$ cat config.mk
export PLATFORM = sky130hd
export DESIGN_NAME = sublane_driver_top
export DESIGN_NICKNAME = d
export VERILOG_FILES = /design/src/design/sublane_pkg.sv /design/src/design/element_counter.sv /design/src/design/sublane_ctrl_fsm.sv /design/src/design/vrf_port_gen.sv /design/src/design/read_valid_pipe.sv /design/src/design/sublane_driver_top.sv
export VERILOG_INCLUDE_DIRS = /design/src /design/src/include
export SDC_FILE = /design/constraint.sdc
export NUM_CORES = 1
export LEC_CHECK = 0
export CAP_MARGIN = 20
export CORE_UTILIZATION = 30
export DETAILED_ROUTE_END_ITERATION = 10
export DONT_BUFFER_PORTS = 1
export SYNTH_ARGS = -nofsm -noshare
export SYNTH_HDL_FRONTEND = slang
export SYNTH_SLANG_ARGS = --single-unit
$ cat constraint.sdc
create_clock -name clk_i -period 10.3 [get_ports clk_i]
set_clock_uncertainty 0.15 [all_clocks]
set_input_delay 1.545 -clock clk_i [delete_from_list [all_inputs] [get_ports clk_i]]
set_output_delay 1.545 -clock clk_i [all_outputs]
set_load 0.01 [all_outputs]
$ cat src/include/sublane_params.svh
`ifndef SUBLANE_PARAMS_SVH
`define SUBLANE_PARAMS_SVH

// Lane geometry
`define SLD_VLANE_NUM       8
`define SLD_MEM_DEPTH       512     // VRF words in one lane

// Longest vector that one lane holds
`define SLD_MAX_VL_PER_LANE 256

`define SLD_VRF_READ_DELAY  4       // Read address to read data, in cycles

`endif

$ cat src/design/sublane_pkg.sv
`include "sublane_params.svh"

package sublane_pkg;

    typedef logic [$clog2(`SLD_MEM_DEPTH)-1:0] lane_addr_t;
    typedef logic [$clog2(`SLD_VLANE_NUM*`SLD_MAX_VL_PER_LANE)-1:0] vl_t;
    typedef logic [$clog2(`SLD_MAX_VL_PER_LANE)+1:0] elem_cnt_t;  // Room for delay plus limit
    typedef logic [3:0] byte_en_t;
    typedef logic [1:0] byte_sel_t;

    // Encoding 3 is reserved
    typedef enum logic [1:0] {SEW_BYTE = 2'd0, SEW_HALF = 2'd1, SEW_WORD = 2'd2} sew_t;
    typedef enum logic [1:0] {INST_NORMAL, INST_STORE, INST_LOAD} inst_kind_t;
    typedef enum logic [1:0] {ST_IDLE, ST_NORMAL, ST_STORE, ST_LOAD} ctrl_state_t;

    typedef struct packed {
        inst_kind_t       kind;
        sew_t             rd_sew;
        sew_t             wr_sew;
        vl_t              vl;
        elem_cnt_t        inst_delay;    // Read issue to first write
        lane_addr_t       wr_base;
        lane_addr_t [1:0] rd_base;       // vs1, vs2
    } inst_cfg_t;

    typedef struct packed {
        logic             en;
        lane_addr_t [1:0] addr;
        byte_sel_t        byte_sel;
    } vrf_rd_port_t;

    typedef struct packed {
        logic                              en;
        lane_addr_t                        addr;
        byte_en_t [`SLD_VLANE_NUM-1:0]     bwen;
    } vrf_wr_port_t;

    // Clear/enable act on the current cycle, the rest on the cycle being issued
    typedef struct packed {
        logic cnt_clr;
        logic cnt_en;
        logic rd_active;
        logic wr_active;
        logic ld_active;
    } ctrl_flags_t;

endpackage

$ cat src/design/element_counter.sv
`timescale 1ns/1ns
`include "sublane_params.svh"

module element_counter
    import sublane_pkg::*;
(
    input  logic        clk_i,
    input  logic        rst_i,
    input  ctrl_flags_t flags_i,
    input  inst_cfg_t   cfg_i,
    output elem_cnt_t   rd_idx_o,      // Index issued for the next cycle
    output elem_cnt_t   wr_idx_o,
    output logic        read_last_o,
    output logic        write_last_o
);

    localparam int LANE_BITS = $clog2(`SLD_VLANE_NUM);

    elem_cnt_t count_q, count_d;
    elem_cnt_t limit;

    // Elements per lane, rounded up
    assign limit = elem_cnt_t'(cfg_i.vl >> LANE_BITS) +
                   elem_cnt_t'(|cfg_i.vl[LANE_BITS-1:0]);

    assign count_d = flags_i.cnt_clr ? '0 : (flags_i.cnt_en ? count_q + 1'b1 : count_q);

    always_ff @(posedge clk_i) begin
        if (!rst_i)
            count_q <= '0;
        else
            count_q <= count_d;
    end

    assign rd_idx_o = count_d;
    assign wr_idx_o = flags_i.ld_active ? count_d : count_d - cfg_i.inst_delay;

    // Window ends, seen on the current cycle
    assign read_last_o  = flags_i.cnt_en && (count_q == limit - 1'b1);
    assign write_last_o = flags_i.cnt_en && (count_q == cfg_i.inst_delay + limit - 1'b1);

    a_cnt_bound: assert property (@(posedge clk_i) disable iff (!rst_i)
        int'(count_q) <= `SLD_MAX_VL_PER_LANE + int'(cfg_i.inst_delay));

endmodule

$ cat src/design/sublane_ctrl_fsm.sv
`timescale 1ns/1ns

module sublane_ctrl_fsm
    import sublane_pkg::*;
(
    input  logic        clk_i,
    input  logic        rst_i,
    input  logic        start_i,
    input  inst_cfg_t   cfg_i,
    input  logic        load_last_i,
    input  logic        read_last_i,      // From element counter
    input  logic        write_last_i,
    output logic        ready_o,
    output inst_cfg_t   cfg_o,
    output ctrl_flags_t flags_o,
    output logic        store_data_valid_o,
    output logic        ready_for_load_o
);

    ctrl_state_t state_q, state_d;
    inst_cfg_t   cfg_q;
    logic        reads_done_q;
    logic        accept;

    assign ready_o = (state_q == ST_IDLE);
    assign accept  = start_i && ready_o;

    // Datapath sees the new instruction already in the accept cycle
    assign cfg_o = accept ? cfg_i : cfg_q;

    always_ff @(posedge clk_i) begin
        if (!rst_i) begin
            cfg_q <= '0;
        end else if (accept) begin
            cfg_q <= cfg_i;
        end
    end

    //////////////////////////////////////////////////
    // Next state
    always_comb begin
        state_d = state_q;
        case (state_q)
            ST_IDLE: begin
                if (accept) begin
                    case (cfg_i.kind)
                        INST_NORMAL: state_d = ST_NORMAL;
                        INST_STORE:  state_d = ST_STORE;
                        INST_LOAD:   state_d = ST_LOAD;
                        default:     state_d = ST_IDLE;
                    endcase
                end
            end
            ST_NORMAL: begin
                if (write_last_i)
                    state_d = ST_IDLE;     // Last result written
            end
            ST_STORE: begin
                if (read_last_i)
                    state_d = ST_IDLE;
            end
            ST_LOAD: begin
                if (load_last_i)
                    state_d = ST_IDLE;     // Load unit ends the beat stream
            end
            default: state_d = ST_IDLE;
        endcase
    end

    always_ff @(posedge clk_i) begin
        if (!rst_i) begin
            state_q      <= ST_IDLE;
            reads_done_q <= 1'b0;
        end else begin
            state_q <= state_d;
            if (state_q == ST_IDLE)
                reads_done_q <= 1'b0;
            else if (read_last_i)
                reads_done_q <= 1'b1;
        end
    end

    //////////////////////////////////////////////////
    // Strobes to the datapath
    always_comb begin
        flags_o.cnt_clr   = (state_q == ST_IDLE);
        flags_o.cnt_en    = (state_q != ST_IDLE);
        flags_o.rd_active = (state_d == ST_NORMAL || state_d == ST_STORE) &&
                            !read_last_i && !reads_done_q;
        flags_o.wr_active = (state_d == ST_NORMAL || state_d == ST_LOAD);
        flags_o.ld_active = (state_d == ST_LOAD);
    end

    assign store_data_valid_o = (state_q == ST_STORE);
    assign ready_for_load_o   = (state_q == ST_LOAD);

    // Address generation has no meaning for the reserved width
    a_legal_sew: assert property (@(posedge clk_i) disable iff (!rst_i)
        accept |-> (2'(cfg_i.rd_sew) != 2'd3 && 2'(cfg_i.wr_sew) != 2'd3));

endmodule

$ cat src/design/vrf_port_gen.sv
`timescale 1ns/1ns
`include "sublane_params.svh"

module vrf_port_gen
    import sublane_pkg::*;
(
    input  logic                          clk_i,
    input  logic                          rst_i,
    input  inst_cfg_t                     cfg_i,
    input  ctrl_flags_t                   flags_i,
    input  elem_cnt_t                     rd_idx_i,
    input  elem_cnt_t                     wr_idx_i,
    input  byte_en_t [`SLD_VLANE_NUM-1:0] load_bwen_i,
    output vrf_rd_port_t                  vrf_rd_o,
    output vrf_wr_port_t                  vrf_wr_o
);

    localparam int OFF_W = $bits(elem_cnt_t) + 2;

    function automatic logic [OFF_W-1:0] byte_offset(elem_cnt_t idx, sew_t sew);
        return {2'b00, idx} << sew;
    endfunction

    function automatic lane_addr_t word_addr(lane_addr_t base, logic [OFF_W-1:0] off);
        return base + lane_addr_t'(off[OFF_W-1:2]);
    endfunction

    logic [OFF_W-1:0] rd_off, wr_off;
    sew_t             wr_sew;
    byte_sel_t        wr_sel;
    byte_en_t         be_d;
    logic             wr_en_d;

    logic             rd_en_q, wr_en_q, ld_q;
    lane_addr_t [1:0] rd_addr_q;
    byte_sel_t        rd_sel_q;
    lane_addr_t       wr_addr_q;
    byte_en_t         be_q;

    //////////////////////////////////////////////////
    // Issue stage
    assign wr_sew  = flags_i.ld_active ? SEW_WORD : cfg_i.wr_sew;   // Loads fill whole words
    assign rd_off  = byte_offset(rd_idx_i, cfg_i.rd_sew);
    assign wr_off  = byte_offset(wr_idx_i, wr_sew);
    assign wr_sel  = wr_off[1:0];
    assign wr_en_d = flags_i.wr_active && (flags_i.ld_active || rd_idx_i >= cfg_i.inst_delay);

    always_comb begin
        case (wr_sew)
            SEW_BYTE: be_d = 4'b0001 << wr_sel;
            SEW_HALF: be_d = wr_sel[1] ? 4'b1100 : 4'b0011;
            default:  be_d = 4'b1111;
        endcase
        if (!wr_en_d)
            be_d = '0;
    end

    always_ff @(posedge clk_i) begin
        if (!rst_i) begin
            rd_en_q <= 1'b0;
            wr_en_q <= 1'b0;
            ld_q    <= 1'b0;
        end else begin
            rd_en_q <= flags_i.rd_active;
            wr_en_q <= wr_en_d;
            ld_q    <= flags_i.ld_active;
        end
    end

    always_ff @(posedge clk_i) begin
        rd_addr_q[0] <= word_addr(cfg_i.rd_base[0], rd_off);
        rd_addr_q[1] <= word_addr(cfg_i.rd_base[1], rd_off);
        rd_sel_q     <= rd_off[1:0];
        wr_addr_q    <= word_addr(cfg_i.wr_base, wr_off);
        be_q         <= be_d;
    end

    //////////////////////////////////////////////////
    // Port outputs
    always_comb begin
        vrf_rd_o.en       = rd_en_q;
        vrf_rd_o.addr     = rd_addr_q;
        vrf_rd_o.byte_sel = rd_sel_q;
        vrf_wr_o.en       = wr_en_q;
        vrf_wr_o.addr     = wr_addr_q;
        for (int i = 0; i < `SLD_VLANE_NUM; i++)
            vrf_wr_o.bwen[i] = ld_q ? load_bwen_i[i] : be_q;   // Load beats pass straight
    end

    a_bwen_idle: assert property (@(posedge clk_i) disable iff (!rst_i)
        !vrf_wr_o.en |-> (vrf_wr_o.bwen == '0));

endmodule

$ cat src/design/read_valid_pipe.sv
`timescale 1ns/1ns
`include "sublane_params.svh"

module read_valid_pipe
    import sublane_pkg::*;
(
    input  logic                      clk_i,
    input  logic                      rst_i,
    input  inst_cfg_t                 cfg_i,
    input  ctrl_flags_t               flags_i,
    input  elem_cnt_t                 rd_idx_i,
    output logic [`SLD_VLANE_NUM-1:0] valid_o
);

    // Stage 0 lines up with the read enable, then the VRF latency
    localparam int DEPTH = `SLD_VRF_READ_DELAY + 1;

    typedef logic [`SLD_VLANE_NUM-1:0] lane_mask_t;

    lane_mask_t              mask_d;
    lane_mask_t [DEPTH-1:0]  pipe_q;

    // Lane i holds element idx*lanes+i, which may fall past vl in the last row
    always_comb begin
        for (int i = 0; i < `SLD_VLANE_NUM; i++)
            mask_d[i] = flags_i.rd_active &&
                        (int'(rd_idx_i) * `SLD_VLANE_NUM + i < int'(cfg_i.vl));
    end

    always_ff @(posedge clk_i) begin
        if (!rst_i) begin
            pipe_q <= '0;
        end else begin
            pipe_q <= {pipe_q[DEPTH-2:0], mask_d};    // Several reads in flight
        end
    end

    assign valid_o = pipe_q[DEPTH-1];

endmodule

$ cat src/design/sublane_driver_top.sv
`timescale 1ns/1ns
`include "sublane_params.svh"

module sublane_driver_top
    import sublane_pkg::*;
(
    input  logic                              clk_i,
    input  logic                              rst_i,

    // Instruction handshake
    input  logic                              start_i,
    input  inst_cfg_t                         cfg_i,
    output logic                              ready_o,

    // Load unit
    input  byte_en_t [`SLD_VLANE_NUM-1:0]     load_bwen_i,
    input  logic                              load_last_i,
    output logic                              ready_for_load_o,

    // VRF ports of all lanes
    output vrf_rd_port_t                      vrf_rd_o,
    output vrf_wr_port_t                      vrf_wr_o,
    output logic [`SLD_VLANE_NUM-1:0]         read_data_valid_o,
    output logic                              store_data_valid_o
);

    inst_cfg_t   cfg;
    ctrl_flags_t flags;
    elem_cnt_t   rd_idx;
    elem_cnt_t   wr_idx;
    logic        read_last;
    logic        write_last;

    //////////////////////////////////////////////////
    // Control
    sublane_ctrl_fsm ctrl_inst (
        .clk_i              (clk_i),
        .rst_i              (rst_i),
        .start_i            (start_i),
        .cfg_i              (cfg_i),
        .load_last_i        (load_last_i),
        .read_last_i        (read_last),
        .write_last_i       (write_last),
        .ready_o            (ready_o),
        .cfg_o              (cfg),
        .flags_o            (flags),
        .store_data_valid_o (store_data_valid_o),
        .ready_for_load_o   (ready_for_load_o)
    );

    element_counter counter_inst (
        .clk_i        (clk_i),
        .rst_i        (rst_i),
        .flags_i      (flags),
        .cfg_i        (cfg),
        .rd_idx_o     (rd_idx),
        .wr_idx_o     (wr_idx),
        .read_last_o  (read_last),
        .write_last_o (write_last)
    );

    //////////////////////////////////////////////////
    // Datapath
    vrf_port_gen port_gen_inst (
        .clk_i       (clk_i),
        .rst_i       (rst_i),
        .cfg_i       (cfg),
        .flags_i     (flags),
        .rd_idx_i    (rd_idx),
        .wr_idx_i    (wr_idx),
        .load_bwen_i (load_bwen_i),
        .vrf_rd_o    (vrf_rd_o),
        .vrf_wr_o    (vrf_wr_o)
    );

    read_valid_pipe valid_pipe_inst (
        .clk_i    (clk_i),
        .rst_i    (rst_i),
        .cfg_i    (cfg),
        .flags_i  (flags),
        .rd_idx_i (rd_idx),
        .valid_o  (read_data_valid_o)
    );

endmodule

---- Word level (Yosys, flattened, before mapping) ----
Cells that the tools add are included.
word-level totals
  bits of input ports ..................... 90
  logic and storage cells ................. 109
  register bits ........................... 141
operators by class
  $lt $le $gt $ge ......................... 9
  eq/ne operators ......................... 11
  add/subtract/negate cells ............... 16
  shift-type cells ........................ 3
  bitwise operators ....................... 1
  reduce and logical (&&, ||, !) cells .... 25
  mux-type cells .......................... 21
operators with widths
  cell                   count
  $lt 32x12->1           7
  $add 13x3->14 const B  4
  $mux 52                1
  $mux 4                 9
  $mux 10                3
  $add 13x2->14 const B  2
  $add 9x9->9            3
  $shl 10x2->11          2
  $eq 10x10->1           2
  $sub 10x1->10 const B  2
  $add 13x1->14 const B  1
  $logic_and 1x1->1      14
  $lt 13x11->1           1
  $add 10x1->10 const B  1
  $add 10x10->10         1
  $eq 2x2->1 const B     5
  $ge 10x10->1           1
  $mux 2                 5
  $sub 10x10->10         1
  $add 8x1->9            1
  $eq 2x1->1 const B     4
  $pmux 2 s4             1
  $pmux 4 s2             1
  $logic_not 2->1        3
  other kinds (8)        11

---- Longest topological paths before layout ----
Gate-level depths: netlist of the first run.
  word-level depth ........................ 16
  depth in mapped cells ................... 41
  mapped depth without buffers ............ 35

---- Cells and area by module ----
From an unflattened synthesis of the first run, not the netlist that was laid out.
unflattened totals
  cell total of the unflattened synthesis .. 1094
  area, all modules ....................... 9745.6 um^2
by module, submodules not included
  module            area each (um^2)  cells each  instances
  sublane_ctrl_fsm  3276.9            324         1
  vrf_port_gen      2822.7            341         1
  element_counter   2227.1            293         1
  read_valid_pipe   1418.9            136         1

---- Least setup slack after synthesis of the first run ----
Ideal clock, no wire load.
  kind .................................... input port to flip-flop
  start point ............................. input port start_i
  end point ............................... register port_gen_inst.wr_addr_q[8]
  slack ................................... 1.213 ns
  path buffers ............................ 5
  stages on the path ...................... 39
  required time ........................... 10.077 ns
  arrival time ............................ 8.865 ns
  path through ............................ or3b_1 buf_6 buf_2 and2_1 a21oi_1 nand3_1 ha_1 ha_1 nor2b_1 o21ai_0 and2_1 buf_2 ha_1 inv_1 ha_1 a21o_1 a21o_1 a21o_1 [3 not listed] o311a_1 or2_2 ha_1 clkbuf_1 clkbuf_1 a211oi_1 a21oi_1 ha_1 fa_1 a21o_1 a21oi_1 nor2b_1 o21ai_0 nand2_1 a21oi_1 o21ba_2 xnor2_1 xnor2_1
RTL lines
  element               RTL line                  RTL
  start, declared       sublane_driver_top.sv:11  input logic start_i,
  end signal, assigned  vrf_port_gen.sv:74        wr_addr_q <= word_addr(cfg_i.wr_base, wr_off);
  end, declared         vrf_port_gen.sv:37        lane_addr_t wr_addr_q;

==> out/metrics.yaml, run 1 <==
setup_path:
  slowest_stage: "fa_1"
  critPathCaptureType: "flip-flop"
  cp.depth: 36
  reg2reg_from: "ctrl_inst.state_q[0]$_SDFF_PN0_"
  cp-start-kind: "input port"
  critPathMaxStageDelay_ps: 490
  cp_max_fo: 14
  reg2reg_depth: 36
  worst-endpoint-required_ps: 10490
  cpMostUsedCell: "ha_1"
  regToRegSetupSlack_ps: 1510
  crit_family: "compound AO/OA/AOI/OAI gates"
  worstPathArrival_ps: 9480
  r2r_end: "port_gen_inst.wr_addr_q[8]$_DFF_P_"
  crit_buf_inv: 2
  critPathKind: "input port to flip-flop"
logic_synthesis:
  async_flop_share: 0
  yosysSeqAreaShare: 0.3415
  synth.distinct_cells: 73
  synth_area_per_cell_um2: 8.384
  synth-seq-cells: 141
  syn_area_um2: 8267
  syn_nets: 1148
  yosysWarnings: 0
  synth_edf_count: 0
  syn_inst: 986
  ys.flop_type: "dfxtp_1"
worst_hold_path:
  hold_path.class: "flip-flop to flip-flop"
  hold_end: "valid_pipe_inst.pipe_q[20]$_SDFF_PN0_"
  whs_path_depth: 1
  min_from: "valid_pipe_inst.pipe_q[12]$_SDFF_PN0_"
cells_and_area:
  multiInputGateArea_um2: 4995
  fillCellCount: 2824
  area_delta_synth_final_pct: 10.14
  n_antenna_cell: 0
  nets: 1126
  fin_util: 0.3369
  drive_gt1_frac: 0.06960
  regArea_um2: 2823
  final_cell_area_um2: 9105
drt:
  vias: 6482
  via_per_inst: 4.918
  drc: 0
  drt_iter0_drc: 307
  top_layer_used: "met4"
  route.met3.wl_um: 986
  met1_length_um: 9201
  routed_wl_um: 21770
  ant_nets: 0
  drt_pass1_iterations: 5
  post_drt_wl_per_cell_um: 16.51
  met2_length_um: 11230
floorplanning:
  core_um2: 27030
  start_util: 0.3059
  die_h_um: 168
  die_area_um2: 28220
  boundaryPins: 164
  row_count: 60
  die_w_um: 168
timing:
  slew_headroom: 0.3523
  rsz0062_at_grt: "false"
  layout_setup_ws_ps: 1011
  drv_slew: 0
  worst_slew_pin_slew_ps: 970.2
  fin_crit_ps: 9289
  setup_violations: 0
  hold_violations: 0
  tns_ps: 0
  fmaxAchievable_mhz: 107.7
  period_share: 0.9018
pwr:
  vdd_ir_drop_max_v: 0.0001126
  power_density_nw_per_um2: 202.3
  power_leakage_uw: 0.004184
  finalPower_uw: 1842
cts:
  htreeDepth: 4
  insertion_delay_ps: 430
  hold_buffers: 0
  cts_tree: "yes"
  clockBufferDepth: 2
  post_cts_resized: 0
  path_clk_slew_ps: 70
  cts_sinks: 141
  cts-buffers-inserted: 17
  cts_setup_buffers: 0
  cts-root-buf: "clkbuf_16"
global_route:
  gr-total-overflow: 0
  grt_max_degree: 49
  grt_pass1_vias: 6215
  grt_pass1_wl_um: 33720
  antenna_found_initial: 0
  grt.total_usage: 0.1556
placed_design:
  numPortBuffers: 0
  place_hpwl_um: 16660
  placed_area_um2: 8526
  gp_congestion: 0.9204
  dp_slack_ps: 685.8
status:
  status: "finished, final reports clean"
job:
  cap_violations: 0
worst max-delay path by stage:
stage | startpoint | endpoint | slack, ps
2_1_floorplan | start_i | port_gen_inst.wr_addr_q[8]$_DFF_P_ | 1210
3_3_place_gp | start_i | port_gen_inst.wr_addr_q[8]$_DFF_P_ | 930
3_5_place_dp | start_i | port_gen_inst.wr_addr_q[8]$_DFF_P_ | 690
4_1_cts | start_i | port_gen_inst.wr_addr_q[8]$_DFF_P_ | 1100
5_1_grt | start_i | port_gen_inst.wr_addr_q[8]$_DFF_P_ | 430
6_report | start_i | port_gen_inst.wr_addr_q[8]$_DFF_P_ | 1010
per-layer routing:
| layer | track usage | vias to the layer above |
|---|---|---|
| met5 | 0 | - |
| met4 | 0.05146 | 0 |
| met3 | 0.03620 | 20 |
| met2 | 0.2870 | 157 |
| met1 | 0.1750 | 3028 |
| li1 | - | 3277 |
report_power, final:
part	switching [uW]	total [uW]	internal [uW]
sequential	48.2	663	615
combinational	321	564	243
clock	272	615	343
Yosys cell counts (all sizes together), types with 28 or more instances:
master | count | area share
inv | 48 | 0.022
nand2 | 171 | 0.078
ha | 67 | 0.10
a21oi | 68 | 0.041
nor2 | 73 | 0.033
clkbuf | 32 | 0.015
dfxtp | 141 | 0.34
xnor2 | 50 | 0.053
and2 | 41 | 0.031
mux2i | 52 | 0.066
o21ai | 28 | 0.017
logic make-up after synthesis:
logic type	synth area share
compound gates	0.1291
xor+xnor	0.07643
fa+ha+maj	0.1135
buf+inv	0.05494
flops	0.3415
mux	0.07098
simple gates	0.2136
placed cells by master, fill, tap and decap left out, types with 3 or more instances in the layout:
master and instances:
and3_1 4, clkbuf_16 17, buf_4 13, a31oi_1 5
nor3b_1 3, nand4_1 7, o21a_1 3, and2_1 40
or4_1 3, clkinvlp_4 3, nor3_1 21, a21o_1 16
dfxtp_1 141, a211oi_1 9, fa_1 5, o21bai_1 10
inv_1 47, mux2i_1 49, o21ai_0 26, a21oi_1 68
nor2b_1 12, xnor2_1 50, nor4_1 5, nand3_1 16
inv_6 5, nand2b_1 6, inv_8 4, ha_1 67
xor2_1 17, nand2_1 171, or2_2 4, o211ai_1 3
nor2_1 71
registers in the layout (all words and copies together), names as in the netlist:
name	flops
port_gen_inst.ld_q	1
counter_inst.count_q	10
port_gen_inst.wr_addr_q	9
valid_pipe_inst.valid_o	8
ctrl_inst.reads_done_q	1
ctrl_inst.state_q	2
port_gen_inst.be_q	4
ctrl_inst.cfg_q	52
port_gen_inst.wr_en_q	1
port_gen_inst.rd_sel_q	2
valid_pipe_inst.pipe_q	32
port_gen_inst.rd_en_q	1
port_gen_inst.vrf_rd_o	18
per-stage QoR:
stage | hold WS [ps] | cells
2_1_floorplan | 249.7 | 986
3_3_place_gp | 265.1 | 1286
5_1_grt | 287.2 | 1318
3_5_place_dp | 266.9 | 1286
4_1_cts | 277.4 | 1318
6_report | 275.5 | 1318
cell type report:
class / count / area share
inverter: 49 / 0.02020
tap: 341 / 0.04686
multi-input combinational: 742 / 0.5486
timing repair buffer: 13 / 0.01072
sequential: 141 / 0.3100
clock inverter: 14 / 0.01649
clock buffer: 18 / 0.04713
Power figures use the tool's default switching activity.
==> inputs of run 2 (changes only) <==
--- a/config.mk
+++ b/config.mk
@@ -10,6 +10,7 @@
 export CORE_UTILIZATION = 30
 export DETAILED_ROUTE_END_ITERATION = 10
 export DONT_BUFFER_PORTS = 1
+export RECOVER_POWER = 25
 export SYNTH_ARGS = -nofsm -noshare
 export SYNTH_HDL_FRONTEND = slang
 export SYNTH_SLANG_ARGS = --single-unit
==> out/metrics.yaml, run 2 (same netlist as run 1, synthesis figures left out) <==
cts:
  htreeDepth: 4
  cts-buffers-inserted: 17
  insertion_delay_ps: 430
  cts-root-buf: "clkbuf_16"
  clockBufferDepth: 2
  cts_setup_buffers: 0
  hold_buffers: 0
  cts_tree: "yes"
  post_cts_resized: 0
  cts_sinks: 141
  path_clk_slew_ps: 70
worst_hold_path:
  hold_path.class: "flip-flop to flip-flop"
  min_from: "valid_pipe_inst.pipe_q[12]$_SDFF_PN0_"
  whs_path_depth: 1
placed_design:
  place_hpwl_um: 16660
  gp_congestion: 0.9204
  placed_area_um2: 8526
  numPortBuffers: 0
setup_path:
  cp-start-kind: "input port"
  crit_start: "start_i"
  regToRegSetupSlack_ps: 1390
  worstPathArrival_ps: 9630
  crit_family: "compound AO/OA/AOI/OAI gates"
  reg2reg_depth: 36
  cpMostUsedCell: "ha_1"
  crit_buf_inv: 2
  worst-endpoint-required_ps: 10490
  critPathMaxStageDelay_ps: 540
  reg2reg_from: "ctrl_inst.state_q[0]$_SDFF_PN0_"
  cp_max_fo: 14
  critPathKind: "input port to flip-flop"
  critPathCaptureType: "flip-flop"
  slowest_stage: "or3b_1"
  cp.depth: 36
global_route:
  grt.busiest_layer: "met2"
  antenna_found_initial: 0
  grt_util_met2: 0.2870
  grt_pass1_wl_um: 33720
  grtUsageMet1: 0.1750
  grt_pass1_vias: 6215
  grt_max_degree: 49
  grt_util_met3: 0.03620
  gr-total-overflow: 0
  grt.total_usage: 0.1556
drt:
  via_per_inst: 4.908
  ant_nets: 0
  drt_pass1_iterations: 4
  drt_iter0_drc: 310
  routed_wl_um: 21740
  vias: 6469
  post_drt_wl_per_cell_um: 16.50
  drc: 0
timing:
  slew_headroom: -0.6486
  hold_violations: 0
  drv_slew: 49
  tns_ps: 0
  period_share: 0.9169
  worst_slew_pin_slew_ps: 2473
  holdWs_ps: 275.8
  setup_violations: 0
  fmaxAchievable_mhz: 105.9
  rsz0062_at_grt: "false"
  fin_crit_ps: 9444
status:
  status: "complete, but fails checks"
  violations: "capacitance limit, slew limit"
floorplanning:
  die_area_um2: 28220
  die_h_um: 168
  boundaryPins: 164
  start_util: 0.3059
  row_count: 60
  die_w_um: 168
  core_um2: 27030
pwr:
  power_density_nw_per_um2: 202.5
  vdd_ir_drop_max_v: 0.0001125
  power_leakage_uw: 0.004166
cells_and_area:
  final_cell_mix: "nand2_1 (171), dfxtp_1 (141), nor2_1 (71)"
  final_cell_area_um2: 9080
  layout_commonest_cell: "nand2_1"
  area_delta_synth_final_pct: 9.838
  fin_util: 0.3360
  nets: 1126
  n_antenna_cell: 0
  largest_reg_flops: 52
  top_register: "ctrl_inst.cfg_q"
  drive_gt1_frac: 0.06346
  fillCellCount: 2824
job:
  cap_violations: 1
-- run 2: worst paths after layout --
| path | end |
|---|---|
| max reg2reg | port_gen_inst.wr_addr_q[8]$_DFF_P_ |
| min | valid_pipe_inst.pipe_q[20]$_SDFF_PN0_ |
| min reg2reg | valid_pipe_inst.pipe_q[20]$_SDFF_PN0_ |
| max | port_gen_inst.wr_addr_q[8]$_DFF_P_ |
-- run 2: cell type report --
cell class / instances / area, um^2 / share of cell area
clock buffer: 18 / 429.2 / 0.04726
clock inverter: 14 / 150.1 / 0.01654
inverter: 49 / 183.9 / 0.02026
timing repair buffer: 13 / 86.33 / 0.009508
multi-input combinational: 742 / 4981 / 0.5486
tap: 341 / 426.7 / 0.04699
sequential: 141 / 2823 / 0.3109
-- run 2: stage by stage --
stage,worst slack [ps],power (uW),cells
2_1_floorplan,1213,1118,986
4_1_cts,1105,1861,1318
6_report,856.2,1839,1318
3_3_place_gp,926.3,1235,1286
5_1_grt,255.7,1954,1318
3_5_place_dp,685.8,1241,1286
-- run 2: worst register-to-register path: cells and delay by family (launching register included) --
kind	cells	cell delay, ps
buffers and inverters	2	310
xor gates and xnor gates	3	420
muxes	1	120
AOI/OAI and AO/OA	14	3210
DFF	1	470
and+or+nand+nor	10	2250
adders and majority gates	6	1890
-- run 2: where the power goes --
group,internal [uW],switching (uW),total (uW)
clock network,343,271,614
registers,615,47.9,663
logic,241,321,562
total,1200,640,1840
-- run 2: metal layers --
metal / vias to the layer above / wire length (um)
met5: - / 0
met2: 159 / 11150
li1: 3280 / -
met1: 3010 / 9266
met4: 0 / 342
met3: 20 / 982
==> inputs of run 3 (changes only) <==
--- a/config.mk
+++ b/config.mk
@@ -13,4 +13,5 @@
 export RECOVER_POWER = 25
 export SYNTH_ARGS = -nofsm -noshare
 export SYNTH_HDL_FRONTEND = slang
+export SYNTH_HIERARCHICAL = 1
 export SYNTH_SLANG_ARGS = --single-unit
==> out/metrics.yaml, run 3 <==
status:
  status: "finished, final reports clean"
floorplanning:
  boundaryPins: 164
  die_w_um: 181.3
  core_um2: 31640
  die_h_um: 181.3
  start_util: 0.3050
  row_count: 65
  die_area_um2: 32880
pwr:
  power_density_nw_per_um2: 186.9
  power_leakage_uw: 0.004562
  seq_power_share: 0.343
  clockPowerShare: 0.329
  switchingPower_uw: 680.1
  vdd_ir_drop_max_v: 0.00008664
  finalPower_uw: 1939
  p_int_uw: 1259
  swShare: 0.3507
  power_frac_comb: 0.327
cts:
  post_cts_resized: 0
  htreeDepth: 4
  cts_sinks: 141
  path_clk_slew_ps: 70
  cts_setup_buffers: 0
  hold_buffers: 0
  insertion_delay_ps: 440
  cts_tree: "yes"
  clockBufferDepth: 2
  cts-buffers-inserted: 17
  cts-root-buf: "clkbuf_16"
timing:
  worst_slew_pin_slew_ps: 1022
  drv_slew: 0
  setup_violations: 0
  rsz0062_at_grt: "false"
  period_share: 0.8532
  fin_crit_ps: 8788
  fmaxAchievable_mhz: 113.8
  slew_headroom: 0.3179
  tns_ps: 0
  hold_violations: 0
logic_synthesis:
  yosysWarnings: 6
  syn_inst: 1084
  syn_area_um2: 9648
  synth_area_per_cell_um2: 8.900
  syn_nets: 1254
job:
  cap_violations: 0
cells_and_area:
  drive_gt1_frac: 0.1079
  largest_reg_flops: 52
  layout_commonest_cell: "nand2_1"
  nets: 1214
  final_cell_mix: "nand2_1 (204), dfxtp_1 (141), ha_1 (75)"
  area_delta_synth_final_pct: 7.535
  top_register: "ctrl_inst/cfg_q"
  n_antenna_cell: 0
setup_path:
  cp_max_fo: 52
  worstPathArrival_ps: 9010
  critPathMaxStageDelay_ps: 740
  critPathCaptureType: "flip-flop"
  worst-endpoint-required_ps: 10520
  cpMostUsedCell: "ha_1"
  cp-start-kind: "input port"
  critPathKind: "input port to flip-flop"
  slowest_stage: "buf_4"
drt:
  routed_wl_um: 22810
  ant_nets: 0
  vias: 7031
  drt_iter0_drc: 284
  drc: 0
  drt_pass1_iterations: 6
  via_per_inst: 4.819
  post_drt_wl_per_cell_um: 15.64
global_route:
  gr-total-overflow: 0
  antenna_found_initial: 1
  grt_max_degree: 155
  grt_pass1_wl_um: 36270
  grt_pass1_vias: 6860
  grt.total_usage: 0.1417
worst_hold_path:
  hold_path.class: "flip-flop to flip-flop"
placed_design:
  place_hpwl_um: 17550
  numPortBuffers: 0
  gp_congestion: 0.8882
-- run 3: final timing paths --
kind / from / to / slack (ps) / cells after the start
hold reg to reg: valid_pipe_inst/pipe_q[2]$_SDFF_PN0_ / valid_pipe_inst/pipe_q[10]$_SDFF_PN0_ / 280 / 1
setup / recovery: start_i / port_gen_inst/wr_addr_q[8]$_DFF_P_ / 1510 / 29
setup reg to reg: ctrl_inst/state_q[0]$_SDFF_PN0_ / port_gen_inst/wr_addr_q[8]$_DFF_P_ / 2110 / 29
hold / removal: valid_pipe_inst/pipe_q[2]$_SDFF_PN0_ / valid_pipe_inst/pipe_q[10]$_SDFF_PN0_ / 280 / 1
-- run 3: routing by layer --
layer  up-vias  routed length, um  track usage
li1       3580                  -            -
met1      3266              10070       0.1631
met2       166              10850       0.2437
met3        19               1399      0.04253
met4         0                489      0.05729
met5         -                  0            0
-- run 3: cell type report --
| cell class | instances | area (um^2) |
|---|---|---|
| clock buffer | 17 | 425.4 |
| clock inverter | 15 | 197.7 |
| fill | 3228 | 21260 |
| inverter | 66 | 247.7 |
| multi-input combinational | 809 | 6130 |
| sequential | 141 | 2823 |
| tap | 402 | 503.0 |
| timing repair buffer | 9 | 48.80 |
-- run 3: critical path: cells and delay by family --
kind / cells / cell delay, ps
AND/OR/NAND/NOR: 7 / 1910
XOR/XNOR: 2 / 240
adder cells (fa/ha/maj): 7 / 2200
AO/OA/AOI/OAI: 6 / 1300
buffers and inverters: 4 / 940
multiplexers: 3 / 830
-- run 3: per-stage QoR --
step | utilization | instances | area [um^2] | setup slack (ps) | hold WS (ps)
after CTS | 0.3285 | 1459 | 10390 | 1468 | 280.1
after floorplan | - | 1084 | 9648 | 1953 | 255.7
after detailed placement | 0.3088 | 1427 | 9771 | 979.5 | 270.1
final | 0.3279 | 1459 | 10380 | 1512 | 276.6
after global placement | 0.3088 | 1427 | 9771 | 1197 | 270.9
after global routing | 0.3279 | 1459 | 10380 | 818.5 | 288.0
-- run 3: power by group through the flow --
stage / Combinational, uW / Clock [uW] / Sequential [uW]
global route: 712 / 679 / 674
finish: 635 / 638 / 666
detailed placement: 636 / 0 / 679
CTS: 641 / 657 / 667
global placement: 626 / 0 / 678
floorplan: 553 / 0 / 663
